$ cat src/mc_pkg.sv
`default_nettype none

package mc_pkg;

   // -------------------------------------------------------------------------
   // widths with a meaning of their own

   // host byte address, bit 12 picks the control region
   typedef logic [12:0] addr_t;
   typedef logic [31:0] data_t;
   typedef logic [3:0]  strb_t;
   // memory word index, address bits 11:2
   typedef logic [9:0]  word_addr_t;
   // byte offset inside the control window
   typedef logic [3:0]  csr_ofs_t;
   typedef logic [1:0]  resp_t;
   typedef logic [63:0] counter_t;

   // host controller states, one transaction in flight
   typedef enum logic [2:0] {
      HOST_IDLE     = 3'd0,
      HOST_WR_ISSUE = 3'd1,
      HOST_WR_RESP  = 3'd2,
      HOST_RD_ISSUE = 3'd3,
      HOST_RD_RESP  = 3'd4
   } host_state_e;

   // -------------------------------------------------------------------------
   // AXI response codes and address map
   localparam resp_t AXI_RESP_OKAY   = 2'd0;
   localparam resp_t AXI_RESP_SLVERR = 2'd2;

   localparam int CSR_SEL_BIT = 12;
   localparam int WORD_MSB    = 11;
   localparam int WORD_LSB    = 2;

   // counter words are read-only, the tag is read/write
   localparam csr_ofs_t CSR_CTR_LO   = 4'h0;
   localparam csr_ofs_t CSR_CTR_HI   = 4'h4;
   localparam csr_ofs_t CSR_STAT_TAG = 4'h8;
   localparam csr_ofs_t CSR_STAT_CNT = 4'hC;

endpackage

`default_nettype wire

$ cat src/mc_links.sv
`default_nettype none

// host controller to bank array
// no ready, the banks take a request every cycle
interface mem_link_if;
   logic               req_v;
   logic               we;
   mc_pkg::word_addr_t word_addr;
   mc_pkg::data_t      wdata;
   mc_pkg::strb_t      wstrb;
   // rsp_v follows req_v by one cycle
   logic               rsp_v;
   mc_pkg::data_t      rdata;

   modport ctrl (output req_v, we, word_addr, wdata, wstrb, input rsp_v, rdata);
   modport mem (input req_v, we, word_addr, wdata, wstrb, output rsp_v, rdata);
endinterface

// host controller to stat unit
interface csr_link_if;
   logic             req_v;
   logic             we;
   mc_pkg::csr_ofs_t ofs;
   mc_pkg::data_t    wdata;
   // response one cycle after the request
   logic             rsp_v;
   mc_pkg::data_t    rdata;
   // unknown offset or write to a read-only register
   logic             err;

   modport ctrl (output req_v, we, ofs, wdata, input rsp_v, rdata, err);
   modport stat (input req_v, we, ofs, wdata, output rsp_v, rdata, err);
endinterface

`default_nettype wire

$ cat src/mc_host_ctrl.sv
`default_nettype none

module mc_host_ctrl (
   input  logic          core_clk,
   input  logic          rst_i,
   // AW
   input  mc_pkg::addr_t awaddr_i,
   input  logic          awvalid_i,
   output logic          awready_o,
   // W
   input  mc_pkg::data_t wdata_i,
   input  mc_pkg::strb_t wstrb_i,
   input  logic          wvalid_i,
   output logic          wready_o,
   // B
   output mc_pkg::resp_t bresp_o,
   output logic          bvalid_o,
   input  logic          bready_i,
   // AR
   input  mc_pkg::addr_t araddr_i,
   input  logic          arvalid_i,
   output logic          arready_o,
   // R
   output mc_pkg::data_t rdata_o,
   output mc_pkg::resp_t rresp_o,
   output logic          rvalid_o,
   input  logic          rready_i,
   mem_link_if.ctrl      mem_o,
   csr_link_if.ctrl      csr_o
);

   localparam int ofs_w_lp = $bits(mc_pkg::csr_ofs_t);

   mc_pkg::host_state_e state_q;
   mc_pkg::host_state_e state_d;
   mc_pkg::addr_t       addr_q;
   mc_pkg::data_t       wdata_q;
   mc_pkg::strb_t       wstrb_q;
   mc_pkg::resp_t       resp_q;
   mc_pkg::data_t       rdata_q;
   logic                aw_got_q;
   logic                w_got_q;
   logic                hole_q;
   logic                rsp_q;
   logic                idle;
   logic                aw_fire;
   logic                w_fire;
   logic                ar_fire;
   logic                aw_done;
   logic                w_done;
   logic                issue;
   logic                to_csr;
   logic                in_window;
   logic                rsp_in;
   logic                err_in;
   logic                host_done;

   // -------------------------------------------------------------------------
   // AXI handshakes
   assign idle      = state_q == mc_pkg::HOST_IDLE;
   // a channel that already transferred waits for its partner
   assign awready_o = idle & ~aw_got_q;
   assign wready_o  = idle & ~w_got_q;
   // write side has priority, AR waits while any write part is around
   assign arready_o = idle & ~aw_got_q & ~w_got_q & ~awvalid_i & ~wvalid_i;
   assign aw_fire   = awvalid_i & awready_o;
   assign w_fire    = wvalid_i & wready_o;
   assign ar_fire   = arvalid_i & arready_o;
   assign aw_done   = aw_got_q | aw_fire;
   assign w_done    = w_got_q | w_fire;

   // -------------------------------------------------------------------------
   // region decode and request issue
   assign issue     = (state_q == mc_pkg::HOST_WR_ISSUE) | (state_q == mc_pkg::HOST_RD_ISSUE);
   assign to_csr    = addr_q[mc_pkg::CSR_SEL_BIT];
   // control region is a 16 byte window, the rest of it is a hole
   assign in_window = addr_q[mc_pkg::CSR_SEL_BIT-1:ofs_w_lp] == '0;

   assign mem_o.req_v     = issue & ~to_csr;
   assign mem_o.we        = state_q == mc_pkg::HOST_WR_ISSUE;
   assign mem_o.word_addr = addr_q[mc_pkg::WORD_MSB:mc_pkg::WORD_LSB];
   assign mem_o.wdata     = wdata_q;
   assign mem_o.wstrb     = wstrb_q;

   assign csr_o.req_v = issue & to_csr & in_window;
   assign csr_o.we    = state_q == mc_pkg::HOST_WR_ISSUE;
   assign csr_o.ofs   = addr_q[ofs_w_lp-1:0];
   assign csr_o.wdata = wdata_q;

   // hole answers itself one cycle later, same as the real targets
   assign rsp_in    = mem_o.rsp_v | csr_o.rsp_v | hole_q;
   assign err_in    = (csr_o.rsp_v & csr_o.err) | hole_q;
   assign host_done = (bvalid_o & bready_i) | (rvalid_o & rready_i);

   // -------------------------------------------------------------------------
   // state machine
   always_comb begin
      state_d = state_q;
      case (state_q)
         mc_pkg::HOST_IDLE: begin
            if (aw_done && w_done) begin
               state_d = mc_pkg::HOST_WR_ISSUE;
            end else if (ar_fire) begin
               state_d = mc_pkg::HOST_RD_ISSUE;
            end
         end
         mc_pkg::HOST_WR_ISSUE: state_d = mc_pkg::HOST_WR_RESP;
         mc_pkg::HOST_RD_ISSUE: state_d = mc_pkg::HOST_RD_RESP;
         // stay here under back-pressure
         mc_pkg::HOST_WR_RESP: begin
            if (rsp_q && bready_i) begin
               state_d = mc_pkg::HOST_IDLE;
            end
         end
         mc_pkg::HOST_RD_RESP: begin
            if (rsp_q && rready_i) begin
               state_d = mc_pkg::HOST_IDLE;
            end
         end
         default: state_d = mc_pkg::HOST_IDLE;
      endcase
   end

   always_ff @(posedge core_clk) begin
      if (rst_i) begin
         state_q  <= mc_pkg::HOST_IDLE;
         aw_got_q <= 1'b0;
         w_got_q  <= 1'b0;
         hole_q   <= 1'b0;
         rsp_q    <= 1'b0;
      end else begin
         state_q  <= state_d;
         // both flags drop once the pair is complete
         aw_got_q <= aw_done & ~w_done;
         w_got_q  <= w_done & ~aw_done;
         hole_q   <= issue & to_csr & ~in_window;
         rsp_q    <= rsp_in | (rsp_q & ~host_done);
      end
   end

   // latched request and response payload
   always_ff @(posedge core_clk) begin
      if (aw_fire) begin
         addr_q <= awaddr_i;
      end else if (ar_fire) begin
         addr_q <= araddr_i;
      end
      if (w_fire) begin
         wdata_q <= wdata_i;
         wstrb_q <= wstrb_i;
      end
      if (rsp_in) begin
         resp_q <= err_in ? mc_pkg::AXI_RESP_SLVERR : mc_pkg::AXI_RESP_OKAY;
         // error reads return zero
         if (err_in) begin
            rdata_q <= '0;
         end else if (csr_o.rsp_v) begin
            rdata_q <= csr_o.rdata;
         end else begin
            rdata_q <= mem_o.rdata;
         end
      end
   end

   assign bvalid_o = rsp_q & (state_q == mc_pkg::HOST_WR_RESP);
   assign rvalid_o = rsp_q & (state_q == mc_pkg::HOST_RD_RESP);
   assign bresp_o  = resp_q;
   assign rresp_o  = resp_q;
   assign rdata_o  = rdata_q;

endmodule

`default_nettype wire

$ cat src/flat_wrapper.sv
// flat-port wrapper written by rule: the top's interface ports become plain ports
module mc_host_ctrl_flat 
  (core_clk, rst_i, awaddr_i, awvalid_i, awready_o, wdata_i, wstrb_i, wvalid_i, wready_o, bresp_o, bvalid_o, bready_i, araddr_i, arvalid_i, arready_o, rdata_o, rresp_o, rvalid_o, rready_i, mem_o_req_v, mem_o_we, mem_o_word_addr, mem_o_wdata, mem_o_wstrb, mem_o_rsp_v, mem_o_rdata, csr_o_req_v, csr_o_we, csr_o_ofs, csr_o_wdata, csr_o_rsp_v, csr_o_rdata, csr_o_err);
  mem_link_if mem_o_i ();
  csr_link_if csr_o_i ();
  input  logic core_clk;
  input  logic rst_i;
  input  mc_pkg::addr_t awaddr_i;
  input  logic awvalid_i;
  output logic awready_o;
  input  mc_pkg::data_t wdata_i;
  input  mc_pkg::strb_t wstrb_i;
  input  logic wvalid_i;
  output logic wready_o;
  output mc_pkg::resp_t bresp_o;
  output logic bvalid_o;
  input  logic bready_i;
  input  mc_pkg::addr_t araddr_i;
  input  logic arvalid_i;
  output logic arready_o;
  output mc_pkg::data_t rdata_o;
  output mc_pkg::resp_t rresp_o;
  output logic rvalid_o;
  input  logic rready_i;
  output wire logic [$bits(mem_o_i.req_v)-1:0] mem_o_req_v;
  output wire logic [$bits(mem_o_i.we)-1:0] mem_o_we;
  output wire logic [$bits(mem_o_i.word_addr)-1:0] mem_o_word_addr;
  output wire logic [$bits(mem_o_i.wdata)-1:0] mem_o_wdata;
  output wire logic [$bits(mem_o_i.wstrb)-1:0] mem_o_wstrb;
  input wire logic [$bits(mem_o_i.rsp_v)-1:0] mem_o_rsp_v;
  input wire logic [$bits(mem_o_i.rdata)-1:0] mem_o_rdata;
  output wire logic [$bits(csr_o_i.req_v)-1:0] csr_o_req_v;
  output wire logic [$bits(csr_o_i.we)-1:0] csr_o_we;
  output wire logic [$bits(csr_o_i.ofs)-1:0] csr_o_ofs;
  output wire logic [$bits(csr_o_i.wdata)-1:0] csr_o_wdata;
  input wire logic [$bits(csr_o_i.rsp_v)-1:0] csr_o_rsp_v;
  input wire logic [$bits(csr_o_i.rdata)-1:0] csr_o_rdata;
  input wire logic [$bits(csr_o_i.err)-1:0] csr_o_err;
  assign mem_o_req_v = mem_o_i.req_v;
  assign mem_o_we = mem_o_i.we;
  assign mem_o_word_addr = mem_o_i.word_addr;
  assign mem_o_wdata = mem_o_i.wdata;
  assign mem_o_wstrb = mem_o_i.wstrb;
  assign mem_o_i.rsp_v = mem_o_rsp_v;
  assign mem_o_i.rdata = mem_o_rdata;
  assign csr_o_req_v = csr_o_i.req_v;
  assign csr_o_we = csr_o_i.we;
  assign csr_o_ofs = csr_o_i.ofs;
  assign csr_o_wdata = csr_o_i.wdata;
  assign csr_o_i.rsp_v = csr_o_rsp_v;
  assign csr_o_i.rdata = csr_o_rdata;
  assign csr_o_i.err = csr_o_err;
  mc_host_ctrl u_core (.core_clk(core_clk), .rst_i(rst_i), .awaddr_i(awaddr_i), .awvalid_i(awvalid_i), .awready_o(awready_o), .wdata_i(wdata_i), .wstrb_i(wstrb_i), .wvalid_i(wvalid_i), .wready_o(wready_o), .bresp_o(bresp_o), .bvalid_o(bvalid_o), .bready_i(bready_i), .araddr_i(araddr_i), .arvalid_i(arvalid_i), .arready_o(arready_o), .rdata_o(rdata_o), .rresp_o(rresp_o), .rvalid_o(rvalid_o), .rready_i(rready_i), .mem_o(mem_o_i), .csr_o(csr_o_i));
endmodule
$ cat config.mk
export PLATFORM = sky130hd
export DESIGN_NAME = mc_host_ctrl_flat
export DESIGN_NICKNAME = d
export VERILOG_FILES = /design/src/mc_pkg.sv /design/src/mc_links.sv /design/src/mc_host_ctrl.sv /design/src/flat_wrapper.sv
export SDC_FILE = /design/constraint.sdc
export NUM_CORES = 1
export LEC_CHECK = 0
export BUFFER_PORTS_ARGS = -buffer_cell sky130_fd_sc_hd__buf_2
export CAP_MARGIN = 20
export CORE_ASPECT_RATIO = 0.9
export CORE_MARGIN = 2
export CORE_UTILIZATION = 38
export CTS_CLUSTER_SIZE = 20
export DETAILED_ROUTE_END_ITERATION = 12
export PLACE_DENSITY = 0.77
export REMOVE_ABC_BUFFERS = 1
export SLEW_MARGIN = 20
export SYNTH_ARGS = -nofsm -noshare
export SYNTH_HDL_FRONTEND = slang
export SYNTH_SLANG_ARGS = --single-unit
$ cat constraint.sdc
create_clock -name core_clk -period 2.03 [get_ports core_clk]
set_input_delay 0.203 -clock core_clk [delete_from_list [all_inputs] [get_ports core_clk]]
set_output_delay 0.203 -clock core_clk [all_outputs]
set_load 0.05 [all_outputs]
## After elaboration in Yosys (flattened, before gate mapping)

Cells that the tools add are included.

- Bits in registers: 90
- Bits of input ports: 136
- Output and inout port bits: 127

- Equality and inequality tests: 7
- Multiplexer cells: 9
- Bitwise operators: 37
- Reduce and logical (&&, ||, !) cells: 7

Operator list:

| kind | number |
|---|---|
| $mux W32 | 1 |
| $mux W13 | 2 |
| $and A1 B1 Y1 | 20 |
| $pmux W3 S5 | 1 |
| $mux W3 | 4 |
| $not A1 Y1 | 9 |
| $logic_not A8 Y1 | 1 |
| $or A1 B1 Y1 | 8 |
| $eq A3 B2 Y1 const B | 2 |
| $ne A2 B1 Y1 const B | 2 |
| $eq A3 B1 Y1 const B | 1 |
| $eq A3 B3 Y1 const B | 1 |
| $logic_and A1 B1 Y1 | 3 |
| $logic_not A3 Y1 | 1 |
| $ne A3 B3 Y1 const B | 1 |
| $reduce_and A3 Y1 | 1 |
| $mux W2 | 1 |
| $reduce_bool A2 Y1 | 1 |

## Logic depth before layout (Yosys ltp)

Gate-level depths: netlist of the first run.

- Word-level depth: 9
- Gate-level depth with buffers: 5
- Mapped depth without buffers: 3

## Worst setup path after synthesis of the first run

OpenSTA, ideal clock, no wires.

- Kind: register to register
- From: register u_core.state_q[2]
- To: register u_core.wdata_q[0], in the netlist u_core.csr_o.wdata[0] (enable)
- Data arrival time: 2.531 ns
- Data required time: 1.634 ns
- Path slack: -0.898 ns
- Stages on the path, launching flop included: 5
- Period minus slack after synthesis: 2.928 ns
- Path through: dfxtp_1 buf_6 or3_1 nor2_1 and2_1

- Word-level cells in the longest chain between the ends: 3

Ends and longest elaborated chain:

| item | RTL line | source |
|---|---|---|
| start, declared | mc_host_ctrl.sv:34 | `mc_pkg::host_state_e state_q;` |
| start signal, assigned | mc_host_ctrl.sv:126 | `state_q <= mc_pkg::HOST_IDLE;` |
| start signal, assigned | mc_host_ctrl.sv:132 | `state_q <= state_d;` |
| $logic_not A3 Y1 | mc_host_ctrl.sv:60 | `assign idle = state_q == mc_pkg::HOST_IDLE;` |
| $and A1 B1 Y1 | mc_host_ctrl.sv:63 | `assign wready_o = idle & ~w_got_q;` |
| via wready_o | flat_wrapper.sv:14 | `output logic wready_o;` |
| $and A1 B1 Y1 | mc_host_ctrl.sv:67 | `assign w_fire = wvalid_i & wready_o;` |
| via u_core.w_fire | mc_host_ctrl.sv:47 | `logic w_fire;` |
| end signal, assigned | mc_host_ctrl.sv:149 | `wdata_q <= wdata_i;` |
| end, declared | mc_host_ctrl.sv:37 | `mc_pkg::data_t wdata_q;` |

The timed path passes the listed nets, and every way through them passes these cells.
A chain may end at the register's enable or synchronous reset.

## Final worst setup path of the first run

- From: register u_core.state_q[2]
- To: output port wready_o

- Word-level cells in the longest chain between the ends: 2

Ends and longest elaborated chain:

| item | RTL line |
|---|---|
| $logic_not A3 Y1 | mc_host_ctrl.sv:60 |
| $and A1 B1 Y1 | mc_host_ctrl.sv:63 |
| end, declared | flat_wrapper.sv:14 |

Every way passes these cells.

==> flow_metrics.py, run 1 <==
metrics = {
    "route": {
        "drt-total-wl_um": 9520,
        "drt-pass1-iter-count": 4,
        "drt_iter0_drc": 97,
        "wl_per_cell_um": 15.2,
        "drtAntennaViolNets": 0,
        "num_vias": 2851,
        "drc": 0,
        "vias_per_cell": 4.56,
    },
    "yosys": {
        "syn_avg_cell_area_um2": 14.5,
        "synth_fa_ha_area_share_pct": 0,
        "yosysSeqAreaShare_pct": 65.9,
        "synth_simple_gate_area_share_pct": 8.11,
        "yosysUniqueCellTypes": 32,
        "synth-compound-area-share_pct": 2.12,
        "yosysWarnings": 0,
        "synthMuxAreaShare_pct": 12.8,
        "synth_top_family_by_area": "multiplexers",
        "syn-instance-count": 273,
        "syn_area_um2": 3950,
        "synth_xor_area_share_pct": 0,
        "ys_ff_latch": 89,
    },
    "critical_path": {
        "crit_family": "simple AND/OR/NAND/NOR gates",
        "setup.worst_path.start": "u_core.state_q[2]",
        "path_cells": "or3_1 > nor2_1 > buf_2",
        "crit_buf_inv": 1,
        "timing.rr.start": "u_core.state_q[2]",
        "max_stage_delay_ns": 0.48,
        "critPathSlowestCell": "or3_1",
        "crit_cells": 3,
        "rrSetupSlack_ns": 0.25,
        "startpoint_type": "register",
        "worstRegToRegCells": 4,
        "r2r_end": "u_core.csr_o.wdata[8]",
        "crit_arrival_ns": 1.67,
        "path_max_fanout": 10,
        "crit_path_end_kind": "output port",
        "critPathKind": "reg2out",
        "required_ns": 1.83,
        "crit_path_end": "wready_o",
    },
    "cells_and_area": {
        "area_growth_pct": 35.7,
        "antenna_cells": 0,
        "instances_no_fill": 625,
        "nFillCells": 894,
        "layout_commonest_cell": "buf_2",
        "drive_above_1_share_pct": 59.9,
        "nets": 627,
        "final_cell_mix": "buf_2 (260), edfxtp_1 (82), nor2_1 (42)",
    },
    "timing": {
        "clock.fmax_mhz": 534,
        "fin_skew_ns": 0.00875,
        "maxSlewViolCount": 0,
        "final.min_clock_period_ns": 1.87,
        "rsz0062_at_grt": "no",
        "hold_violations": 0,
        "setup_violations": 0,
        "fin_crit_sh_pct": 92.3,
    },
    "cts": {
        "post_cts_buffers": 0,
        "clock_latency_ns": 0.33,
        "numCtsBuffers": 9,
        "cts_root_buf": "clkbuf_16",
        "htreeDepth": 3,
        "hold_buffers": 0,
        "clkSlewWorstSetupHoldPaths_ns": 0.07,
        "cts_tree": "done",
        "postCtsResizedCells": 0,
        "clock_path_buffers": 2,
        "cts.sinks": 89,
    },
    "placement": {
        "dp_hpwl_um": 7670,
        "dp_cells": 609,
        "io_buffers": 260,
        "place.gp.congestion": 0.849,
    },
    "global_route": {
        "overflow": 0,
        "grt_pass1_wl_um": 14000,
        "grt_max_degree": 37,
        "antenna_found_initial": 0,
        "grt_pass1_vias": 2873,
        "grt_usage_pct": 16.1,
    },
    "hold_path": {
        "hp-class": "in2reg",
    },
    "pwr": {
        "p_comb_share_pct": 33.0,
        "p_int_w": 0.00376,
        "p_switching_w": 0.00232,
        "power_density_nw_per_um2": 1130,
        "ir_worst_vdd_v": 0.000567,
        "switching_share_pct": 38.2,
        "pwr-share-seq_pct": 39.7,
        "clockPowerShare_pct": 27.3,
        "power_w": 0.00607,
        "leakage_nw": 2.59,
    },
    "floorplanning": {
        "core-area_um2": 10200,
        "die_y_um": 101,
        "num_rows": 35,
        "pin_count": 263,
        "die_w_um": 111,
        "start_util_pct": 38.9,
        "die_area_um2": 11200,
    },
    "status": {
        "status": "completed",
    },
    "job": {
        "max_cap_violations": 0,
    },
}
## layout make-up
type | count | area [um^2] | share of cell area, %
sequential | 89 | 2600 | 48.6
timing repair buffer | 266 | 1370 | 25.6
multi-input combinational | 125 | 921 | 17.2
clock buffer | 10 | 229 | 4.27
tap | 129 | 161 | 3.01
clock inverter | 6 | 72.6 | 1.35
## cell usage after synthesis (all sizes together)
library cell | number | area share [%]
a2111oi | 1 | 0.25
a211oi | 1 | 0.19
a21o | 2 | 0.38
a21oi | 4 | 0.51
a22o | 1 | 0.22
a32oi | 1 | 0.22
and2 | 2 | 0.32
and3 | 1 | 0.16
buf | 59 | 11
clkbuf | 1 | 0.095
conb | 1 | 0.095
dfxtp | 7 | 3.5
edfxtp | 82 | 62
mux2 | 13 | 4.7
mux2i | 32 | 8.1
nand2 | 5 | 0.48
nand2b | 1 | 0.16
nand3b | 2 | 0.70
nor2 | 42 | 4.0
nor2b | 1 | 0.16
nor3 | 4 | 0.79
nor3b | 3 | 0.57
nor4 | 3 | 0.48
o21ai | 1 | 0.13
o22a | 1 | 0.22
or3 | 2 | 0.32
## sequential cells by signal (all words and copies together) (netlist names), 3 cells and up
| name | count |
|---|---|
| u_core.rdata_o | 32 |
| u_core.mem_o.wstrb | 4 |
| u_core.addr_q | 13 |
| u_core.csr_o.wdata | 32 |
| u_core.state_q | 3 |
## power groups by stage
| stage | Combinational (W) | Sequential [W] | Clock (W) |
|---|---|---|---|
| after floorplan | 0.000415 | 0.00348 | 0 |
| after global placement | 0.00199 | 0.00243 | 0 |
| after detailed placement | 0.00201 | 0.00245 | 0 |
| after CTS | 0.00202 | 0.00241 | 0.00170 |
| after global routing | 0.00209 | 0.00244 | 0.00179 |
| final | 0.00201 | 0.00241 | 0.00166 |
## worst min-delay path by stage
stage	from	end	slack, ns	depth (start not counted)
final	wdata_i[5]	u_core.csr_o.wdata[5]	0.04	1
after floorplan	rst_i	u_core.state_q[2]	0.28	1
after global placement	wdata_i[1]	u_core.csr_o.wdata[1]	0.38	1
after detailed placement	wdata_i[5]	u_core.csr_o.wdata[5]	0.38	1
after global routing	wdata_i[8]	u_core.csr_o.wdata[8]	0.03	1
after CTS	wdata_i[5]	u_core.csr_o.wdata[5]	0.03	1
## logic make-up (layout without fill, tap and decap cells)
| family | after synthesis | count (layout) |
|---|---|---|
| flip-flops | 89 | 89 |
| multiplexers | 45 | 45 |
| buffers and inverters | 60 | 282 |
| AND/OR/NAND/NOR | 66 | 66 |
| other | 1 | 2 |
| AO/OA/AOI/OAI | 12 | 12 |
## per-layer routing
metal	GRT usage [%]	part of all wire [%]	vias up
li1	-	-	1372
met1	18.0	39	1326
met2	29.3	53	141
met3	4.75	6.8	12
met4	6.27	1.5	0
met5	0	0	-
## through the flow
stage / setup slack, ns / utilization [%] / hold WS (ns) / TNS [ns] / area [um^2]
2_1_floorplan: -0.875 / - / 0.275 / -33.71 / 3520
3_3_place_gp: 0.319 / 49.8 / 0.380 / 0 / 5060
3_5_place_dp: 0.270 / 49.8 / 0.381 / 0 / 5060
4_1_cts: 0.142 / 52.7 / 0.0300 / 0 / 5360
5_1_grt: 0.0236 / 52.7 / 0.0290 / 0 / 5360
6_report: 0.157 / 52.7 / 0.0399 / 0 / 5360
(Power assumes the default switching activity.)
==> run 2, diff against run 1 <==
--- a/config.mk
+++ b/config.mk
@@ -5,13 +5,14 @@
 export SDC_FILE = /design/constraint.sdc
 export NUM_CORES = 1
 export LEC_CHECK = 0
+export ABC_AREA = 1
 export BUFFER_PORTS_ARGS = -buffer_cell sky130_fd_sc_hd__buf_2
-export CAP_MARGIN = 20
 export CORE_ASPECT_RATIO = 0.9
 export CORE_MARGIN = 2
 export CORE_UTILIZATION = 38
 export CTS_CLUSTER_SIZE = 20
 export DETAILED_ROUTE_END_ITERATION = 12
+export GPL_ROUTABILITY_DRIVEN = 0
 export PLACE_DENSITY = 0.77
 export REMOVE_ABC_BUFFERS = 1
 export SLEW_MARGIN = 20
==> run 2 against run 1 <==
- wire length is 3.9% higher
- sequential power rose by 19%
- sequential share of layout area rose by 0.35 points
- power rose by 39%
- die area fell by 0.76%
- critical endpoint is now bvalid_o
- critical path type unchanged
- largest power group is now combinational cells
- cell count grew 12%
- global-route usage is 0.86 points higher
- sequential cell count unchanged
- via count increased by 14%
==> flow_metrics.py, run 2 <==
metrics = {
    "status": {
        "status": "completed",
    },
    "route": {
        "drt_iter0_drc": 149,
        "drt-total-wl_um": 9890,
        "num_vias": 3237,
        "wl_per_cell_um": 14.1,
        "drc": 0,
        "drt-pass1-iter-count": 4,
        "drtAntennaViolNets": 0,
        "vias_per_cell": 4.60,
    },
    "timing": {
        "fin_skew_ns": 0.0103,
        "fin_crit_sh_pct": 89.1,
        "setup_violations": 0,
        "setup_ws_ns": 0.222,
        "final.min_clock_period_ns": 1.81,
        "tightest_slew_ns": 0.530,
        "slew-limit-headroom_pct": 64.6,
        "hold_violations": 0,
        "clock.fmax_mhz": 553,
        "maxSlewViolCount": 0,
        "fin_setup_tns_ns": 0,
        "rsz0062_at_grt": "no",
    },
    "cells_and_area": {
        "area_growth_pct": 35.8,
        "utilization_pct": 52.6,
        "nFillCells": 874,
        "drive_above_1_share_pct": 50.5,
        "design_area_um2": 5320,
        "layout_commonest_cell": "buf_2",
        "antenna_cells": 0,
        "regArea_um2": 2600,
        "nets": 705,
        "final_cell_mix": "buf_2 (260), nand2_1 (119), edfxtp_1 (82)",
        "multi_input_area_um2": 848,
    },
    "critical_path": {
        "path_max_fanout": 6,
        "startpoint_type": "register",
        "crit_path_end_kind": "output port",
        "critPathKind": "reg2out",
        "required_ns": 1.83,
        "crit_arrival_ns": 1.61,
    },
    "pwr": {
        "leakage_nw": 2.57,
        "ir_worst_vdd_v": 0.000996,
        "power_density_nw_per_um2": 1590,
        "power_w": 0.00846,
    },
    "yosys": {
        "yosysWarnings": 0,
        "syn-instance-count": 354,
        "yosysSeqAreaShare_pct": 66.5,
        "netlist_top_cells_count": "nand2_1 (119), edfxtp_1 (82), buf_4 (50)",
        "synth_ff_type": "edfxtp_1",
        "synth_top_area_share_pct": 62.9,
        "syn_area_um2": 3920,
        "ys_async_sr_fraction_pct": 0,
        "synth_area_leaders": "edfxtp_1 (63%), nand2_1 (11%), buf_4 (9.6%)",
        "synth_most_common_cell": "nand2_1",
        "yosysTopAreaCell": "edfxtp_1",
        "synth-edff-count": 82,
        "ys_ff_latch": 89,
        "syn_avg_cell_area_um2": 11.1,
        "yosysUniqueCellTypes": 25,
    },
    "global_route": {
        "antenna_found_initial": 0,
        "overflow": 0,
        "grt_max_degree": 37,
        "grt_pass1_vias": 3085,
        "grt_pass1_wl_um": 15000,
        "grt_usage_pct": 17.0,
    },
    "floorplanning": {
        "start_util_pct": 38.7,
        "pin_count": 263,
        "die_y_um": 100,
        "die_area_um2": 11100,
        "die_w_um": 111,
        "num_rows": 35,
        "core-area_um2": 10100,
    },
    "cts": {
        "numCtsBuffers": 9,
        "postCtsResizedCells": 0,
        "cts.sinks": 89,
        "clock_latency_ns": 0.33,
        "post_cts_buffers": 0,
        "htreeDepth": 3,
        "clkSlewWorstSetupHoldPaths_ns": 0.07,
        "hold_buffers": 0,
        "cts_tree": "done",
        "clock_path_buffers": 2,
        "cts_root_buf": "clkbuf_16",
    },
    "placement": {
        "place_ws_ns": 0.308,
        "dp_hpwl_um": 7800,
        "post_dp_cell_area_um2": 5020,
        "io_buffers": 260,
    },
    "job": {
        "max_cap_violations": 0,
    },
    "hold_path": {
        "hp-class": "in2reg",
    },
}
[run 2: where the power goes]
group | switching [W] | internal (W) | leakage, nW
combinational | 0.00320 | 0.000782 | 1.56
sequential | 0.000238 | 0.00263 | 0.876
clock | 0.000745 | 0.000868 | 0.140
total | 0.00418 | 0.00428 | 2.57
[run 2: path summary, 6_finish.rpt]
kind | startpoint | endpoint | slack (ns) | cells after the start
setup / recovery | u_core.state_q[1] | bvalid_o | 0.22 | 4
hold reg to reg | u_core.rsp_q | u_core.rsp_q | 0.53 | 2
setup reg to reg | u_core.state_q[0] | u_core.addr_q[10] | 0.28 | 5
hold / removal | wdata_i[17] | u_core.csr_o.wdata[17] | 0.04 | 1
[run 2: logic make-up after synthesis]
| kind of cell | count (synthesis) | synth area share, % |
|---|---|---|
| AOI/OAI and AO/OA | 36 | 4.66 |
| buffers and inverters | 73 | 12.1 |
| DFF | 89 | 66.5 |
| other | 1 | 0.0958 |
| and+or+nand+nor | 155 | 16.7 |
[run 2: layer usage]
| metal | vias up | GRT usage [%] | routed length (um) |
|---|---|---|---|
| met4 | 0 | 5.41 | 161 |
| met2 | 159 | 29.3 | 5060 |
| met5 | - | 0 | 0 |
| met3 | 16 | 4.53 | 751 |
| met1 | 1492 | 21.0 | 3910 |
| li1 | 1570 | - | - |
[run 2: through the flow]
stage          instances  hold WS, ns
2_1_floorplan        293        0.272
3_3_place_gp         687        0.380
3_5_place_dp         687        0.381
4_1_cts              703       0.0275
5_1_grt              703       0.0197
6_report             703       0.0383
[run 2: worst max-delay path, stage by stage (launching register included)]
cell     delay, ns
dfxtp_1       0.47
nor3b_1       0.39
inv_1         0.07
nor2_1        0.08
buf_2         0.26
[run 2: layout make-up]
class,instances,share of cell area (%)
Sequential cell,89,48.9
Timing Repair Buffer,265,25.6
Multi-Input combinational cell,193,15.9
Clock buffer,9,4.23
Tap cell,129,3.03
Clock inverter,7,1.39
Inverter,11,0.823
