`config.mk`:
```
export PLATFORM = sky130hd
export DESIGN_NAME = mc_stat_unit_flat
export DESIGN_NICKNAME = d
export VERILOG_FILES = /design/src/mc_pkg.sv /design/src/mc_links.sv /design/src/mc_stat_unit.sv /design/src/flat_wrapper.sv
export SDC_FILE = /design/constraint.sdc
export NUM_CORES = 1
export LEC_CHECK = 0
export ABC_CLOCK_PERIOD_IN_PS = 2400
export BUFFER_PORTS_ARGS = -buffer_cell sky130_fd_sc_hd__buf_2
export CORE_MARGIN = 2
export CORE_UTILIZATION = 45
export DETAILED_ROUTE_END_ITERATION = 16
export HOLD_SLACK_MARGIN = 0.12
export REMOVE_ABC_BUFFERS = 1
export SKIP_CTS_REPAIR_TIMING = 1
export SLEW_MARGIN = 10
export SYNTH_ARGS = -nofsm -noshare
export SYNTH_HDL_FRONTEND = slang
export SYNTH_SLANG_ARGS = --single-unit
```
`constraint.sdc`:
```
create_clock -name core_clk -period 2.4 [get_ports core_clk]
set_input_delay 0.12 -clock core_clk [delete_from_list [all_inputs] [get_ports core_clk]]
set_output_delay 0.12 -clock core_clk [all_outputs]
set_load 0.05 [all_outputs]
```
`src/mc_pkg.sv`:
```
`default_nettype none

package mc_pkg;

   // -------------------------------------------------------------------------
   // widths with a meaning of their own

   // host byte address, bit 12 picks the control region
   typedef logic [12:0] addr_t;
   typedef logic [31:0] data_t;
   typedef logic [3:0]  strb_t;
   // memory word index, address bits 11:2
   typedef logic [9:0]  word_addr_t;
   // byte offset inside the control window
   typedef logic [3:0]  csr_ofs_t;
   typedef logic [1:0]  resp_t;
   typedef logic [63:0] counter_t;

   // host controller states, one transaction in flight
   typedef enum logic [2:0] {
      HOST_IDLE     = 3'd0,
      HOST_WR_ISSUE = 3'd1,
      HOST_WR_RESP  = 3'd2,
      HOST_RD_ISSUE = 3'd3,
      HOST_RD_RESP  = 3'd4
   } host_state_e;

   // -------------------------------------------------------------------------
   // AXI response codes and address map
   localparam resp_t AXI_RESP_OKAY   = 2'd0;
   localparam resp_t AXI_RESP_SLVERR = 2'd2;

   localparam int CSR_SEL_BIT = 12;
   localparam int WORD_MSB    = 11;
   localparam int WORD_LSB    = 2;

   // counter words are read-only, the tag is read/write
   localparam csr_ofs_t CSR_CTR_LO   = 4'h0;
   localparam csr_ofs_t CSR_CTR_HI   = 4'h4;
   localparam csr_ofs_t CSR_STAT_TAG = 4'h8;
   localparam csr_ofs_t CSR_STAT_CNT = 4'hC;

endpackage

`default_nettype wire

```
`src/mc_links.sv`:
```
`default_nettype none


// host controller to stat unit
interface csr_link_if;
   logic             req_v;
   logic             we;
   mc_pkg::csr_ofs_t ofs;
   mc_pkg::data_t    wdata;
   // response one cycle after the request
   logic             rsp_v;
   mc_pkg::data_t    rdata;
   // unknown offset or write to a read-only register
   logic             err;

   modport ctrl (output req_v, we, ofs, wdata, input rsp_v, rdata, err);
   modport stat (input req_v, we, ofs, wdata, output rsp_v, rdata, err);
endinterface

`default_nettype wire

```
`src/mc_stat_unit.sv`:
```
`default_nettype none

module mc_stat_unit #(
   parameter int reset_depth_p = 2
) (
   input logic      core_clk,
   input logic      rst_i,
   csr_link_if.stat csr_i
);

   localparam int dw_lp = $bits(mc_pkg::data_t);

   logic [reset_depth_p-1:0] rst_chain;
   mc_pkg::counter_t         ctr_q;
   mc_pkg::data_t            tag_q;
   mc_pkg::data_t            tag_cnt_q;
   mc_pkg::data_t            rd_data;
   mc_pkg::data_t            rdata_q;
   logic                     known;
   logic                     read_only;
   logic                     bad;
   logic                     rsp_v_q;
   logic                     err_q;

   // -------------------------------------------------------------------------
   // reset delay chain and global cycle counter
   always_ff @(posedge core_clk) begin
      rst_chain[0] <= rst_i;
   end

   for (genvar i = 1; i < reset_depth_p; i++) begin : g_rst_chain
      always_ff @(posedge core_clk) begin
         rst_chain[i] <= rst_chain[i-1];
      end
   end

   // held at zero until the delayed reset drops
   always_ff @(posedge core_clk) begin
      if (rst_chain[reset_depth_p-1]) begin
         ctr_q <= '0;
      end else begin
         ctr_q <= ctr_q + 1'b1;
      end
   end

   // -------------------------------------------------------------------------
   // offset decode
   always_comb begin
      rd_data   = '0;
      known     = 1'b1;
      read_only = 1'b1;
      case (csr_i.ofs)
         mc_pkg::CSR_CTR_LO:   rd_data = ctr_q[dw_lp-1:0];
         mc_pkg::CSR_CTR_HI:   rd_data = ctr_q[2*dw_lp-1:dw_lp];
         mc_pkg::CSR_STAT_TAG: begin
            rd_data   = tag_q;
            read_only = 1'b0;
         end
         mc_pkg::CSR_STAT_CNT: rd_data = tag_cnt_q;
         default:              known = 1'b0;
      endcase
   end

   assign bad = ~known | (csr_i.we & read_only);

   // print-stat snoop, a rejected write leaves tag and count alone
   always_ff @(posedge core_clk) begin
      if (rst_i) begin
         tag_q     <= '0;
         tag_cnt_q <= '0;
         rsp_v_q   <= 1'b0;
      end else begin
         rsp_v_q <= csr_i.req_v;
         if (csr_i.req_v && csr_i.we && !bad) begin
            tag_q     <= csr_i.wdata;
            tag_cnt_q <= tag_cnt_q + 1'b1;
         end
      end
   end

   always_ff @(posedge core_clk) begin
      rdata_q <= rd_data;
      err_q   <= bad;
   end

   assign csr_i.rsp_v = rsp_v_q;
   assign csr_i.rdata = rdata_q;
   assign csr_i.err   = err_q;

endmodule

`default_nettype wire

```
`src/flat_wrapper.sv`:
```
// flat-port wrapper written by rule: the top's interface ports become plain ports
module mc_stat_unit_flat 
#(
   parameter int reset_depth_p = 2
)
  (core_clk, rst_i, csr_i_req_v, csr_i_we, csr_i_ofs, csr_i_wdata, csr_i_rsp_v, csr_i_rdata, csr_i_err);
  csr_link_if csr_i_i ();
  input logic core_clk;
  input logic rst_i;
  input wire logic [$bits(csr_i_i.req_v)-1:0] csr_i_req_v;
  input wire logic [$bits(csr_i_i.we)-1:0] csr_i_we;
  input wire logic [$bits(csr_i_i.ofs)-1:0] csr_i_ofs;
  input wire logic [$bits(csr_i_i.wdata)-1:0] csr_i_wdata;
  output wire logic [$bits(csr_i_i.rsp_v)-1:0] csr_i_rsp_v;
  output wire logic [$bits(csr_i_i.rdata)-1:0] csr_i_rdata;
  output wire logic [$bits(csr_i_i.err)-1:0] csr_i_err;
  assign csr_i_i.req_v = csr_i_req_v;
  assign csr_i_i.we = csr_i_we;
  assign csr_i_i.ofs = csr_i_ofs;
  assign csr_i_i.wdata = csr_i_wdata;
  assign csr_i_rsp_v = csr_i_i.rsp_v;
  assign csr_i_rdata = csr_i_i.rdata;
  assign csr_i_err = csr_i_i.err;
  mc_stat_unit #(.reset_depth_p(reset_depth_p)) u_core (.core_clk(core_clk), .rst_i(rst_i), .csr_i(csr_i_i));
endmodule
```
# Word-level counts from Yosys, hierarchy flattened
# Cells that the tools add are included.
dict set report op_classes {
  muxes 3
  bitwise 3
  eq_ne 3
  reduce_logical 5
  add_sub_neg 2
}
# operator count
set ops {}
lappend ops {{32-bit case mux with 4 select lines} 1}
lappend ops {{64-bit by 1-bit adder with 64-bit output (second input constant)} 1}
lappend ops {{32-bit by 1-bit adder with 32-bit output (second input constant)} 1}
lappend ops {{4-bit == test (second input constant)} 2}
lappend ops {{4-bit by 3-bit == test with 1-bit output (second input constant)} 1}
lappend ops {{4-bit zero test} 1}
lappend ops {{4-bit OR reduction} 1}
lappend ops {{1-bit logical AND} 2}
lappend ops {{1-bit two-way mux} 2}
lappend ops {{1-bit AND} 1}
lappend ops {{1-bit zero test} 1}
lappend ops {{1-bit inverter} 1}
lappend ops {{1-bit bitwise OR} 1}
dict set report totals {
  out_inout_bits 34
  ff_bits 164
}

# Longest topological paths before layout
# Gate-level depths: netlist of the first run.
dict set report logic_depth {
  word_depth 7
  ltp_mapped 8
  mapped_depth_nobuf 6
}

# Worst setup path after synthesis of the first run
# No wires, ideal clock.
dict set report synth_path {
  path_type {flip-flop to flip-flop}
  startpoint {reg u_core.ctr_q[18]}
  endpoint {reg u_core.ctr_q[60]}
  path_stages_with_launch 6
  arrival_ns 1.930
  slack_ns 0.400
  setup_ns 0.070
  required_ns 2.330
  period_less_slack_ns 2.000
  path_cell_list {dfxtp_1 nand4_2 or2_1 or4_4 or4_1 a21oi_1}
}
dict set report synth_between {
  elab_chain_len 1
}
# item line_no
set synth_rtl {}
lappend synth_rtl {{from (decl)} mc_stat_unit.sv:14} ;# mc_pkg::counter_t ctr_q;
lappend synth_rtl {{from (signal assigned)} mc_stat_unit.sv:42} ;# ctr_q <= ctr_q + 1'b1;
lappend synth_rtl {{64-bit by 1-bit adder with 64-bit output} mc_stat_unit.sv:42}
# No other way between the ends.
# A chain may end at the register's enable or synchronous reset.

# Worst setup path after layout of the first run
dict set report layout_path {
  startpoint {reg u_core.ctr_q[0]}
  endpoint {reg u_core.ctr_q[62]}
}
# The elaborated chain is that of the path after synthesis.

==> impl.org, run 1 <==
** Yosys
- Compound-Gate Fraction of Synth Area :: 7.12%
- Synth cell types :: between 40 and 50
- Syn. warnings :: 0
- Xor-xnor portion of the synthesized cell area :: between 6 and 7%
- Of the synthesized area, sequential elements account for 44.8%.
- Each instance of the synthesized netlist takes up on average roughly 9.2 µm².
- Post-synthesis sequential element count :: 164
- By area, the combinational part of the netlist is dominated by simple AND/OR/NAND/NOR gates.
- Measured against the total synthesized area, the mux share comes to 10.5%.
- Post-Synthesis Cells :: around 800
- Adder-Cell Fraction of Synth Area :: less than 1%
- Mapped cell area :: approximately 7300 µm²
- Simple-gate share of the synthesized area :: between 20% and 30%

** Hold path
- Worst min path class :: input pin to flip-flop

** Detailed routing
- Drt initial violations :: between 300 and 400
- For this run, design rule violations remaining after detail routing come to 0.
- Using the TritonRoute via totals, the vias-per-cell ratio works out to 5.58.
- Routed wire length per instance :: 17.8 µm
- Final ANT Viol Nets :: 0
- Via Count :: between 6000 and 7000
- The pre-antenna-repair detailed-routing pass consisted of 5 iterations.
- The final layout contains routed wiring with a total length of 20.6 mm.

** Layout
- Fill cell count :: 1452
- Measured on the finished design, the core utilization comes to 57.9%.
- Finished Cell Area :: a little over 9000 µm²
- The repair_antennas step left the layout with diodes totalling 0.
- Final nets :: a little under 1000
- Fraction of final layout cells sized beyond drive strength 1 :: about 21%
- Commonest cells after routing, fill and taps aside :: 162 x sky130_fd_sc_hd__dfxtp_1, 104 x sky130_fd_sc_hd__nand2_1, 73 x sky130_fd_sc_hd__buf_2, 72 x sky130_fd_sc_hd__nor2_1, 65 x sky130_fd_sc_hd__a21oi_1
- The count of cells in the finished layout, fillers not included, comes to roughly 1200.
- Most common library cell in the layout ignoring fill and taps :: sky130_fd_sc_hd__dfxtp_1
- Layout Area Growth over Synthesis :: 25.4%

** Power
- Switching Fraction :: between 20% and 30%
- Power spread over the standard cell area amounts to 661 nW/µm².
- Portion of total power attributed to combinational logic :: 3.8%
- In this run the static leakage power is 3.30 nW.
- Seq pwr share :: 45.3%
- The clock network burns roughly 51% of the power.
- Summed over all nets, the switching power comes to about 0.0013 W.
- Peak supply drop :: 533 µV
- The internal power of the cells totals around 0.0047 W.

** Setup path
- STA puts the critical path data required time at approximately 2.7 ns.
- Crit path max-delay family :: simple AND/OR/NAND/NOR gates
- In this run the worst setup path begins at u_core.ctr_q[0].
- For the worst setup path, the data arrival time is between 2 and 3 ns.
- Maximum fanout along the worst path :: 5
- Startpoint class of the critical path :: flip-flop
- Setup slack on the worst reg-to-reg path comes out at 0.12 ns.
- Ordered cell list for the critical path :: ha_1, nand4_1, or3_2, nor4_1, mux2_2
- The worst register-to-register path ends at u_core.ctr_q[62].
- Path length in cells of the critical path :: 5
- Slowest stage cell on the critical path :: sky130_fd_sc_hd__or3_2
- Together, buffers and inverters on the worst path number 0.
- Worst setup path category :: flip-flop to flip-flop
- The largest single stage delay on the critical path is roughly 0.54 ns.
- The worst setup path is captured at a flip-flop.
- Capturing instance or port of the critical path :: u_core.ctr_q[62]
- The worst register-to-register path has a depth of 5.
- Launch instance of the worst register-to-register path :: u_core.ctr_q[0]

** Place
- Placed standard-cell area :: between 8000 and 9000 µm²
- At the end of routability-driven placement, the weighted congestion stood at roughly 0.89.
- Cell count after placement :: 1078
- HPWL reported at the end of detailed placement :: about 15 mm
- Buffers placed on the I/O ports in this run total 73.

** Run
- Max-cap violations in this run came to 0.

** Clock network
- CTS sink count :: 164
- Clock latency at the later pin of the worst-skew pair :: between 0.4 and 0.5 ns
- The root buffer cell chosen for the clock tree is sky130_fd_sc_hd__clkbuf_16.
- The longest clock path from root to sink contains 2 buffers.
- TritonCTS built the clock tree.
- Clock-pin slew was measured on the worst setup and hold paths at 0.06 ns.
- The clock tree synthesis step divided the H-tree into 4 levels.
- The number of clock buffers added by TritonCTS is 17.

** Floorplan
- 74 I/O pins were placed.
- The floorplan has 46 rows.
- Measured along the y axis, the die boundary spans approximately 130 µm.
- The die covers roughly 17000 µm².
- Initial cell density of the core :: a little under half
- The region available for standard cell placement spans roughly 16000 µm².
- Chip Width :: around 130 µm

** STA
- The smallest clock period supported by the final layout is computed as 2.28 ns.
- At the pin with the least slew margin, the transition time is 0.686 ns.
- The final count of hold timing violations was 0.
- Final count of negative-setup-slack endpoints :: 0
- Setup repair after global routing left no endpoint under its margin.
- Worst rel slew slack :: 53.9%
- After layout, the worst path uses between 90% and 100% of the clock period.
- The total count of max-transition violations in the final report came to 0.
- Setup Skew :: between 0.009 and 0.01 ns
- Highest clock rate :: between 0.4 and 0.5 GHz

** Run status
- Outcome :: complete, no violations

** Global route
- The first global-routing pass estimated around 33 mm of wire.
- Number of antenna violations at the first check in global routing :: 0
- Gr ovfl total :: 0
- Largest net degree at the start of global routing :: 38
- Global-route usage over all layers :: roughly a quarter
- Number of global-route vias before repair :: around 6200
[sequential cells by signal, summed over array words and instances (netlist names)]
name	cells
u_core.ctr_q	64
u_core.csr_i.rdata	32
u_core.tag_cnt_q	32
u_core.tag_q	32
u_core.rst_chain	2
u_core.csr_i.err	1
u_core.csr_i.rsp_v	1
[worst min-delay path, cell delays in order]
cell and delay, ns:
sky130_fd_sc_hd__buf_2 0.08, sky130_fd_sc_hd__nor2_2 0.06, sky130_fd_sc_hd__buf_4 0.18, sky130_fd_sc_hd__and2_1 0.14
[layout make-up]
type | count | area [µm²] | share of cell area [%]
inverters | 8 | 30.0 | 0.327
multi-input cells | 581 | 3860 | 42.0
well taps | 216 | 270 | 2.94
clock inverters | 15 | 239 | 2.60
repair buffers | 151 | 1080 | 11.7
flip-flops and latches | 164 | 3290 | 35.7
clock buffers | 17 | 425 | 4.63
[kinds of logic after synthesis]
| group | Yosys count |
|---|---|
| XOR/XNOR | 57 |
| AND/OR/NAND/NOR | 389 |
| flip-flops | 164 |
| multiplexers | 36 |
| buffers and inverters | 52 |
| AO/OA/AOI/OAI | 97 |
| adder cells (fa/ha/maj) | 2 |
[cells in the mapped netlist]
| master | n | area, µm² |
|---|---|---|
| sky130_fd_sc_hd__and2_1 | 38 | 238 |
| sky130_fd_sc_hd__o31ai_1 | 10 | 75.1 |
| sky130_fd_sc_hd__and4_1 | 9 | 78.8 |
| sky130_fd_sc_hd__nand4_2 | 2 | 25.0 |
| sky130_fd_sc_hd__or3_2 | 1 | 7.51 |
| sky130_fd_sc_hd__or2_1 | 1 | 6.26 |
| sky130_fd_sc_hd__mux4_1 | 1 | 26.3 |
| sky130_fd_sc_hd__mux4_2 | 31 | 698 |
| sky130_fd_sc_hd__ha_1 | 2 | 25.0 |
| sky130_fd_sc_hd__buf_4 | 1 | 7.51 |
| sky130_fd_sc_hd__dfxtp_1 | 164 | 3280 |
| sky130_fd_sc_hd__and3b_1 | 1 | 8.76 |
| sky130_fd_sc_hd__nor4b_2 | 1 | 15.0 |
| sky130_fd_sc_hd__nand3_1 | 36 | 180 |
| sky130_fd_sc_hd__nor4_1 | 17 | 106 |
| sky130_fd_sc_hd__nand3b_1 | 1 | 7.51 |
| sky130_fd_sc_hd__mux2_2 | 4 | 45.0 |
| sky130_fd_sc_hd__a21oi_1 | 65 | 325 |
| sky130_fd_sc_hd__or4_1 | 11 | 82.6 |
| sky130_fd_sc_hd__nand2b_1 | 3 | 18.8 |
| sky130_fd_sc_hd__nor2b_1 | 7 | 43.8 |
| sky130_fd_sc_hd__a31o_2 | 1 | 8.76 |
| sky130_fd_sc_hd__buf_1 | 10 | 37.5 |
| sky130_fd_sc_hd__nor3_1 | 12 | 60.1 |
| sky130_fd_sc_hd__xor2_1 | 22 | 193 |
| sky130_fd_sc_hd__clkbuf_1 | 33 | 124 |
| sky130_fd_sc_hd__nor2_1 | 73 | 274 |
| sky130_fd_sc_hd__and4_2 | 1 | 10.0 |
| sky130_fd_sc_hd__xnor2_1 | 35 | 307 |
| sky130_fd_sc_hd__o41ai_1 | 2 | 17.5 |
| sky130_fd_sc_hd__and4b_1 | 1 | 10.0 |
| sky130_fd_sc_hd__inv_1 | 8 | 30.0 |
| sky130_fd_sc_hd__nand4_1 | 31 | 194 |
| sky130_fd_sc_hd__o21ai_0 | 19 | 95.1 |
| sky130_fd_sc_hd__nand2_1 | 104 | 390 |
| sky130_fd_sc_hd__or4_4 | 1 | 11.3 |
| sky130_fd_sc_hd__nand4b_1 | 1 | 8.76 |
| sky130_fd_sc_hd__and2_0 | 1 | 6.26 |
| sky130_fd_sc_hd__or4b_1 | 2 | 20.0 |
| sky130_fd_sc_hd__or2_2 | 2 | 12.5 |
| sky130_fd_sc_hd__or3_1 | 19 | 119 |
| sky130_fd_sc_hd__nor4_2 | 2 | 25.0 |
| sky130_fd_sc_hd__and3_1 | 10 | 62.6 |
| sky130_fd_sc_hd__nor3_2 | 1 | 10.0 |
[routing by layer]
| metal | share of wire [%] | global-route usage [%] |
|---|---|---|
| met1 | 45 | 30.9 |
| met2 | 47 | 39.0 |
| met3 | 4.8 | 5.02 |
| met4 | 2.8 | 11.5 |
| met5 | 0 | 0 |
[worst min-delay path by stage]
stage	startpoint	endpoint	slack (ns)	depth (start not counted)
after global placement	u_core.rst_chain[0]	u_core.rst_chain[1]	0.32	0
after detailed placement	u_core.rst_chain[0]	u_core.rst_chain[1]	0.32	0
after floorplan	rst_i	u_core.rst_chain[0]	0.15	0
final	csr_i_ofs[1]	u_core.csr_i.rdata[3]	0.19	4
after CTS	csr_i_req_v	u_core.csr_i.rsp_v	-0.11	2
after global routing	csr_i_ofs[1]	u_core.csr_i.rdata[28]	0.20	4
[per-stage QoR]
step	TNS (ns)	power (W)	hold slack [ns]	worst slack (ns)
2_1_floorplan	-1.27	0.00287	0.148	-0.230
3_3_place_gp	0	0.00299	0.315	0.152
3_5_place_dp	0	0.00299	0.324	0.0960
4_1_cts	0	0.00607	-0.113	0.0455
5_1_grt	0	0.00624	0.200	0.00127
6_report	0	0.00607	0.192	0.122
[power groups by stage]
stage          clock (W)  combinational, W  sequential (W)
2_1_floorplan          0         0.0000501         0.00282
3_3_place_gp           0          0.000179         0.00281
3_5_place_dp           0          0.000183         0.00281
4_1_cts          0.00314          0.000183         0.00275
5_1_grt          0.00324          0.000249         0.00275
6_report         0.00310          0.000228         0.00275
Note: power is estimated with default switching activity, not from simulation.
==> run 2: changes to the inputs <==
Settings changed: ABC_AREA set to 0, MAX_ROUTING_LAYER set to met4.
==> run 2 against run 1 <==
Effect of this change: hold slack better by 0.019 ns; count of clock-buffer cells in the layout is 2 higher; sequential power hardly changed; combinational power hardly changed; die area stayed put; final area is 0.48% lower; maximum frequency is 0.41% higher; worst setup slack better by 0.0094 ns; highest routed layer unchanged.
==> impl.org, run 2 (synthesized netlist as in run 1, its figures left out) <==
** Clock network
- In this run the number of H-tree levels came out at 4.
- The later pin in the worst-skew pair is clocked with a latency of around 0.43 ns.
- CTS clk-pin slew, worst paths :: about 0.06 ns
- CTS tree :: built
- CTS sink count :: around 160
- The tree is rooted in a sky130_fd_sc_hd__clkbuf_16.
- Clock buffer count from CTS :: 17
- Counting along the longest clock path gives a buffer depth of 2.

** Global route
- Largest net degree at the start of global routing :: 37
- The number of global-route vias before repair was approximately 6000.
- Number of antenna violations at the first check in global routing :: 0
- For this run, the total global-route usage over all layers was measured as between 20% and 30%.
- Gr ovfl total :: 0
- Wire length of the first global-routing pass :: approximately 32 mm

** STA
- RSZ-0062 raised after global routing :: no
- At the pin with the least slew margin, the transition time is slightly below 0.7 ns.
- Max-slew violation count :: 0
- Highest clock rate :: around 0.44 GHz
- Final critical-path setup slack :: roughly 0.13 ns
- After layout, the minimum clock period comes to approximately 2.3 ns.
- Across all hold checks on the routed design, the worst slack comes to 0.211 ns.
- The final critical path takes up 94.5% of the cycle.
- Across the routed clock network, the largest skew measured is about 0.0096 ns.
- Final count of negative-setup-slack endpoints :: 0
- The final count of hold timing violations was 0.
- In this run the tightest slew margin relative to its limit is around 54%.

** Detailed routing
- Final ANT Viol Nets :: 0
- Dividing the detail-routed via count by the number of cells gives approximately 5.5.
- Drt initial violations :: between 400 and 500
- Via Count :: 6368
- After detailed routing, the total wire length is 20.3 mm.
- After detailed routing, the number of remaining DRC violations is 0.
- Detailed Routing Iterations Pass 1 :: 5
- Routed wire length per instance :: approximately 18 µm

** Place
- HPWL reported at the end of detailed placement :: between 10 and 15 mm
- Prior to clock tree synthesis, the placed netlist has a worst setup slack of about 0.06 ns.
- At the end of routability-driven placement, the weighted congestion stood at slightly above 0.9.
- Counting tap cells, the placed design contains a total of approximately 1100 instances.
- Port buffering added 73 buffers.

** Run status
- The flow ran to the end, and the final reports show no timing, DRC or antenna violations.

** Setup path
- Maximum fanout along the worst path :: 7
- STA classifies the critical path startpoint as a flip-flop.
- Data arrives at the worst endpoint at between 2 and 3 ns.
- At the worst endpoint, the required time is between 2 and 3 ns.
- Measured in cells, the most critical reg-to-reg path has a length of 4.
- Worst setup path category :: flip-flop to flip-flop
- STA classifies the critical path endpoint as a flip-flop.

** Layout
- The repair_antennas step left the layout with diodes totalling 0.
- Leaving out filler cells and counting taps, the final layout contains roughly 1200.
- At the end of the flow the core is filled with cells to approximately 58%.
- Sequential Area :: about 3300 µm²
- Most common library cell in the layout ignoring fill and taps :: sky130_fd_sc_hd__dfxtp_1
- Most flop-heavy register :: u_core.ctr_q
- The post-route netlist has 20.3% of its cells at a drive strength greater than 1.
- The register with the most flip-flops in the layout has 64 of them.
- The final layout contains approximately 970 nets.
- Summing all multi-input logic gate instances after layout gives 3860 µm².
- The filler cells instantiated in the layout total between 1000 and 1500.
- Layout Area Growth over Synthesis :: 24.8%
- Commonest cells after routing, fill and taps aside :: 163 x sky130_fd_sc_hd__dfxtp_1, 104 x sky130_fd_sc_hd__nand2_1, 73 x sky130_fd_sc_hd__buf_2, 72 x sky130_fd_sc_hd__nor2_1, 65 x sky130_fd_sc_hd__a21oi_1

** Floorplan
- Total number of placement rows :: 46
- Core region area :: between 15000 and 20000 µm²
- Initial cell density of the core :: a little under half
- Vert. Die Dim :: between 100 and 150 µm
- The floorplan step defined a die boundary enclosing approximately 17000 µm².
- Measured along the x axis, the die boundary spans ~130 µm.
- Total I/O pin count :: 74

** Hold path
- Hold depth :: 4
- In this run the worst hold path is classified as input pin to flip-flop.

** Power
- IR analysis of the VDD net gives a maximum drop of approximately 530 µV.
- PD cells :: roughly 640 nW/µm²
- Overall power consumption :: 0.00589 W
- Static leakage :: 3.28 nW

** Run
- Number of maximum-capacitance constraint violations :: 0
-- run 2: final cells by class --
type                            instances  share of cell area (%)
Clock buffer                           19                    4.73
Timing Repair Buffer                  153                    11.8
Tap cell                              216                    2.95
Sequential cell                       164                    35.9
Clock inverter                         11                    2.02
Inverter                                8                   0.328
Multi-Input combinational cell        581                    42.2
-- run 2: metal layers --
metal	wire (µm)	GRT usage, %	vias to the layer above
li1	-	-	3090
met1	9300	31.3	3105
met2	9720	38.9	145
met3	847	4.75	28
met4	395	8.15	0
met5	0	-	-
-- run 2: final timing paths --
path	from	slack [ns]	to
worst max-delay path	u_core.ctr_q[8]	0.13	u_core.ctr_q[62]
worst min register to register	u_core.rst_chain[0]	0.33	u_core.rst_chain[1]
worst max register to register	u_core.ctr_q[8]	0.13	u_core.ctr_q[62]
worst min-delay path	csr_i_ofs[1]	0.21	u_core.csr_i.rdata[3]
-- run 2: critical path, cell delays in order, from the launching register on --
cell	delay (ns)
sky130_fd_sc_hd__dfxtp_1	0.45
sky130_fd_sc_hd__nand4_2	0.24
sky130_fd_sc_hd__or4b_1	0.72
sky130_fd_sc_hd__nor4_1	0.37
sky130_fd_sc_hd__mux2_2	0.37
-- run 2: power breakdown --
| group | internal, W | switching [W] | leakage (nW) |
|---|---|---|---|
| logic | 0.000112 | 0.000113 | 1.66 |
| registers | 0.00273 | 0.0000155 | 1.32 |
| clock network | 0.00183 | 0.00109 | 0.298 |
| total | 0.00467 | 0.00122 | 3.28 |
-- run 2: through the flow --
| stage | setup TNS (ns) | area [µm²] |
|---|---|---|
| global route | 0 | 9150 |
| CTS | 0 | 8700 |
| detailed placement | 0 | 8080 |
| floorplan | -1.27 | 7160 |
| finish | 0 | 9150 |
| global placement | 0 | 8080 |
==> run 3: changes to the inputs <==
Settings changed: BUFFER_PORTS_ARGS -buffer_cell sky130_fd_sc_hd__buf_2 to -buffer_cell sky130_fd_sc_hd__buf_4.
==> run 3 against run 2 <==
Effect of this change: sequential power barely moved; non-clock buffer count fell by 3; routed wire length fell by 0.45%; clock skew fell by 0.00070 ns; utilization rose by 0.56 points; final cell count barely moved; first-iteration DRC count rose by 2.4%; power fell by 5.7%; die area did not move; sequential share of layout area fell by 0.35 points; count of clock-buffer cells in the layout did not move.
==> impl.org, run 3 (synthesized netlist as in run 1, its figures left out) <==
** Clock network
- CTS Buffer Depth :: 2
- TritonCTS built the clock tree.
- CTS sink count :: approximately 160
- The tree is rooted in a sky130_fd_sc_hd__clkbuf_16.
- CTS clk-pin slew, worst paths :: 0.06 ns
- Clock latency on the worst-skew pair, taken at its later pin, is approximately 0.42 ns.
- Clock buffer count from CTS :: 17
- In this run the number of H-tree levels came out at 4.

** Setup path
- Slowest stage cell on the critical path :: sky130_fd_sc_hd__dfxtp_1
- The worst setup path is launched from a flip-flop.
- Buffers and inverters on the worst path :: 1
- Ordered cell list for the critical path :: nand4_2, or2_2, nor4_1, buf_4, or4b_1, a21oi_1
- Across all register-to-register paths, the minimum setup slack is approximately 0.15 ns.
- Broken down by cell family, the worst path's largest delay share belongs to simple AND/OR/NAND/NOR gates.
- In this design, the stage delay of the slowest critical-path cell is about 0.45 ns.
- Worst setup path category :: flip-flop to flip-flop
- Maximum fanout along the worst path :: 7
- Counting cells, the worst reg-to-reg path comes to 6.
- Data arrives at the worst endpoint at between 2 and 3 ns.
- Kind of end point of the critical path :: flip-flop
- For the worst setup path, the data required time is between 2 and 3 ns.
- In this run the critical register-to-register path is captured at u_core.ctr_q[42].
- In this run the number of cells on the critical path is 6.
- Launch instance of the worst register-to-register path :: u_core.ctr_q[8]

** Detailed routing
- After detailed routing, the number of remaining DRC violations is 0.
- The routed layout has approximately 6300 vias.
- The detailed router finished its first iteration with ~420 violations.
- Detailed Routing Iterations Pass 1 :: 5
- Via/cell ratio :: between 5 and 6
- Routed wire length per instance :: roughly 18 µm
- Final ANT Viol Nets :: 0
- Final WL :: ~20 mm

** Hold path
- The tightest min-delay check is of the input pin to flip-flop type.
- Origin of the worst min-delay path :: csr_i_ofs[0]
- Endpoint of the worst hold-timing path :: u_core.csr_i.err
- Hold depth :: 4

** Layout
- Final core area utilization :: between 50% and 60%
- Number of antenna diodes :: 0
- In the layout the commonest cells are 163 x sky130_fd_sc_hd__dfxtp_1, 114 x sky130_fd_sc_hd__buf_4, 104 x sky130_fd_sc_hd__nand2_1, 72 x sky130_fd_sc_hd__nor2_1, 65 x sky130_fd_sc_hd__a21oi_1.
- u_core.ctr_q holds more flip-flops than any other register.
- Fraction of final layout cells sized beyond drive strength 1 :: between 20% and 30%
- Fill cell count :: 1472
- Most common library cell in the layout ignoring fill and taps :: sky130_fd_sc_hd__dfxtp_1
- Final nets :: 964
- Layout Area Growth over Synthesis :: 26.0%
- Max FFs per register :: 64

** STA
- Final critical-path setup slack :: approximately 0.15 ns
- Setup Skew :: ~0.0089 ns
- Final count of negative-setup-slack endpoints :: 0
- Max-slew violation count :: 0
- The worst path needs approximately 2.2 ns of the cycle, external delays included.
- Transition at the pin with the smallest max-transition slack :: approximately 0.67 ns
- In this run the tightest slew margin relative to its limit is between 50% and 60%.
- Number of hold-slack violations in the final timing report :: 0
- Ratio of final minimum period to clock period :: a little over nine tenths
- Summed negative setup slack over all endpoints :: 0 ns
- The tightest hold path in the finished design has a slack of between 0.15 and 0.2 ns.
- Based on the critical path, the design can be clocked at up to around 0.44 GHz.

** Power
- Peak supply drop :: about 500 µV
- PD cells :: between 600 and 700 nW/µm²
- Overall power consumption :: ~0.0056 W
- Static leakage :: 3.28 nW

** Global route
- Number of antenna violations at the first check in global routing :: 0
- Largest net degree at the start of global routing :: 47
- The number of global-route vias before repair came to 5978.
- Global-route usage over all layers :: a little under a quarter
- The first global-routing pass estimated between 30 and 40 mm of wire.
- Global routing finished with a remaining overflow of 0.

** Run
- Number of maximum-capacitance constraint violations :: 0

** Floorplan
- Core region area :: roughly 16000 µm²
- The floorplan step set the die height to 132 µm.
- Total number of placement rows :: 46
- Pin placement for this block handled 74 I/O pins.
- In this run the horizontal extent of the chip is 132 µm.
- Once the floorplan was initialized, standard cells occupied 46.1% of the core.
- Floorplan die area :: around 17000 µm²

** Place
- The count of buffers added on input and output ports is 73.
- Routability Congestion :: slightly above 0.9
- Once detailed placement completed, the half-perimeter wirelength came to roughly 15 mm.
- At the placement stage, the worst setup path has a slack of 0.136 ns.

** Run status
- The run finished with clean final reports.
==> run 3: changes by cell type in the layout (fill, tap and decap cells not counted), moves of 2 or more <==
cell                            change
sky130_fd_sc_hd__buf_2             -73
sky130_fd_sc_hd__buf_4             +76
sky130_fd_sc_hd__bufinv_16          -4
sky130_fd_sc_hd__clkinv_4           +3
sky130_fd_sc_hd__dlygate4sd3_1      -6
sky130_fd_sc_hd__clkinvlp_4         +2
==> run 3: worst max path at each step <==
stage | start | to | slack [ns]
3_3_place_gp | u_core.ctr_q[8] | u_core.ctr_q[54] | 0.17
5_1_grt | u_core.ctr_q[8] | u_core.ctr_q[60] | -0.03
3_5_place_dp | u_core.ctr_q[8] | u_core.ctr_q[54] | 0.14
6_report | u_core.ctr_q[8] | u_core.ctr_q[42] | 0.15
4_1_cts | u_core.ctr_q[8] | u_core.ctr_q[54] | 0.11
2_1_floorplan | u_core.ctr_q[8] | u_core.ctr_q[57] | -0.23
==> run 3: stage by stage <==
stage          instances  area [µm²]
3_3_place_gp        1082        8300
4_1_cts             1114        8850
3_5_place_dp        1082        8300
5_1_grt             1151        9240
6_report            1151        9240
2_1_floorplan        753        7160
==> run 3: area by class of cell <==
class,count,area [µm²],share of cell area (%)
flip-flops and latches,164,3280,35.6
multi-input cells,581,3870,41.9
inverters,8,30.0,0.325
clock inverters,13,111,1.21
well taps,216,270,2.93
repair buffers,150,1230,13.3
clock buffers,19,443,4.80
==> run 3: worst reg2reg max path, stage by stage (launching register included) <==
cell                      delay (ns)
sky130_fd_sc_hd__dfxtp_1        0.45
sky130_fd_sc_hd__nand4_2        0.29
sky130_fd_sc_hd__or2_2          0.42
sky130_fd_sc_hd__nor4_1         0.27
sky130_fd_sc_hd__buf_4          0.17
sky130_fd_sc_hd__or4b_1         0.43
sky130_fd_sc_hd__a21oi_1        0.14
==> run 3: per-layer routing <==
metal  global-route usage (%)  part of all wire [%]
met1                     31.1                    47
met5                        -                     0
met2                     38.2                    48
met4                     6.94                   1.9
met3                     4.55                   3.8
==> run 3: power by group <==
| part | switching (W) | internal (W) |
|---|---|---|
| logic | 0.000111 | 0.000127 |
| clock network | 0.00112 | 0.00145 |
| registers | 0.0000181 | 0.00273 |
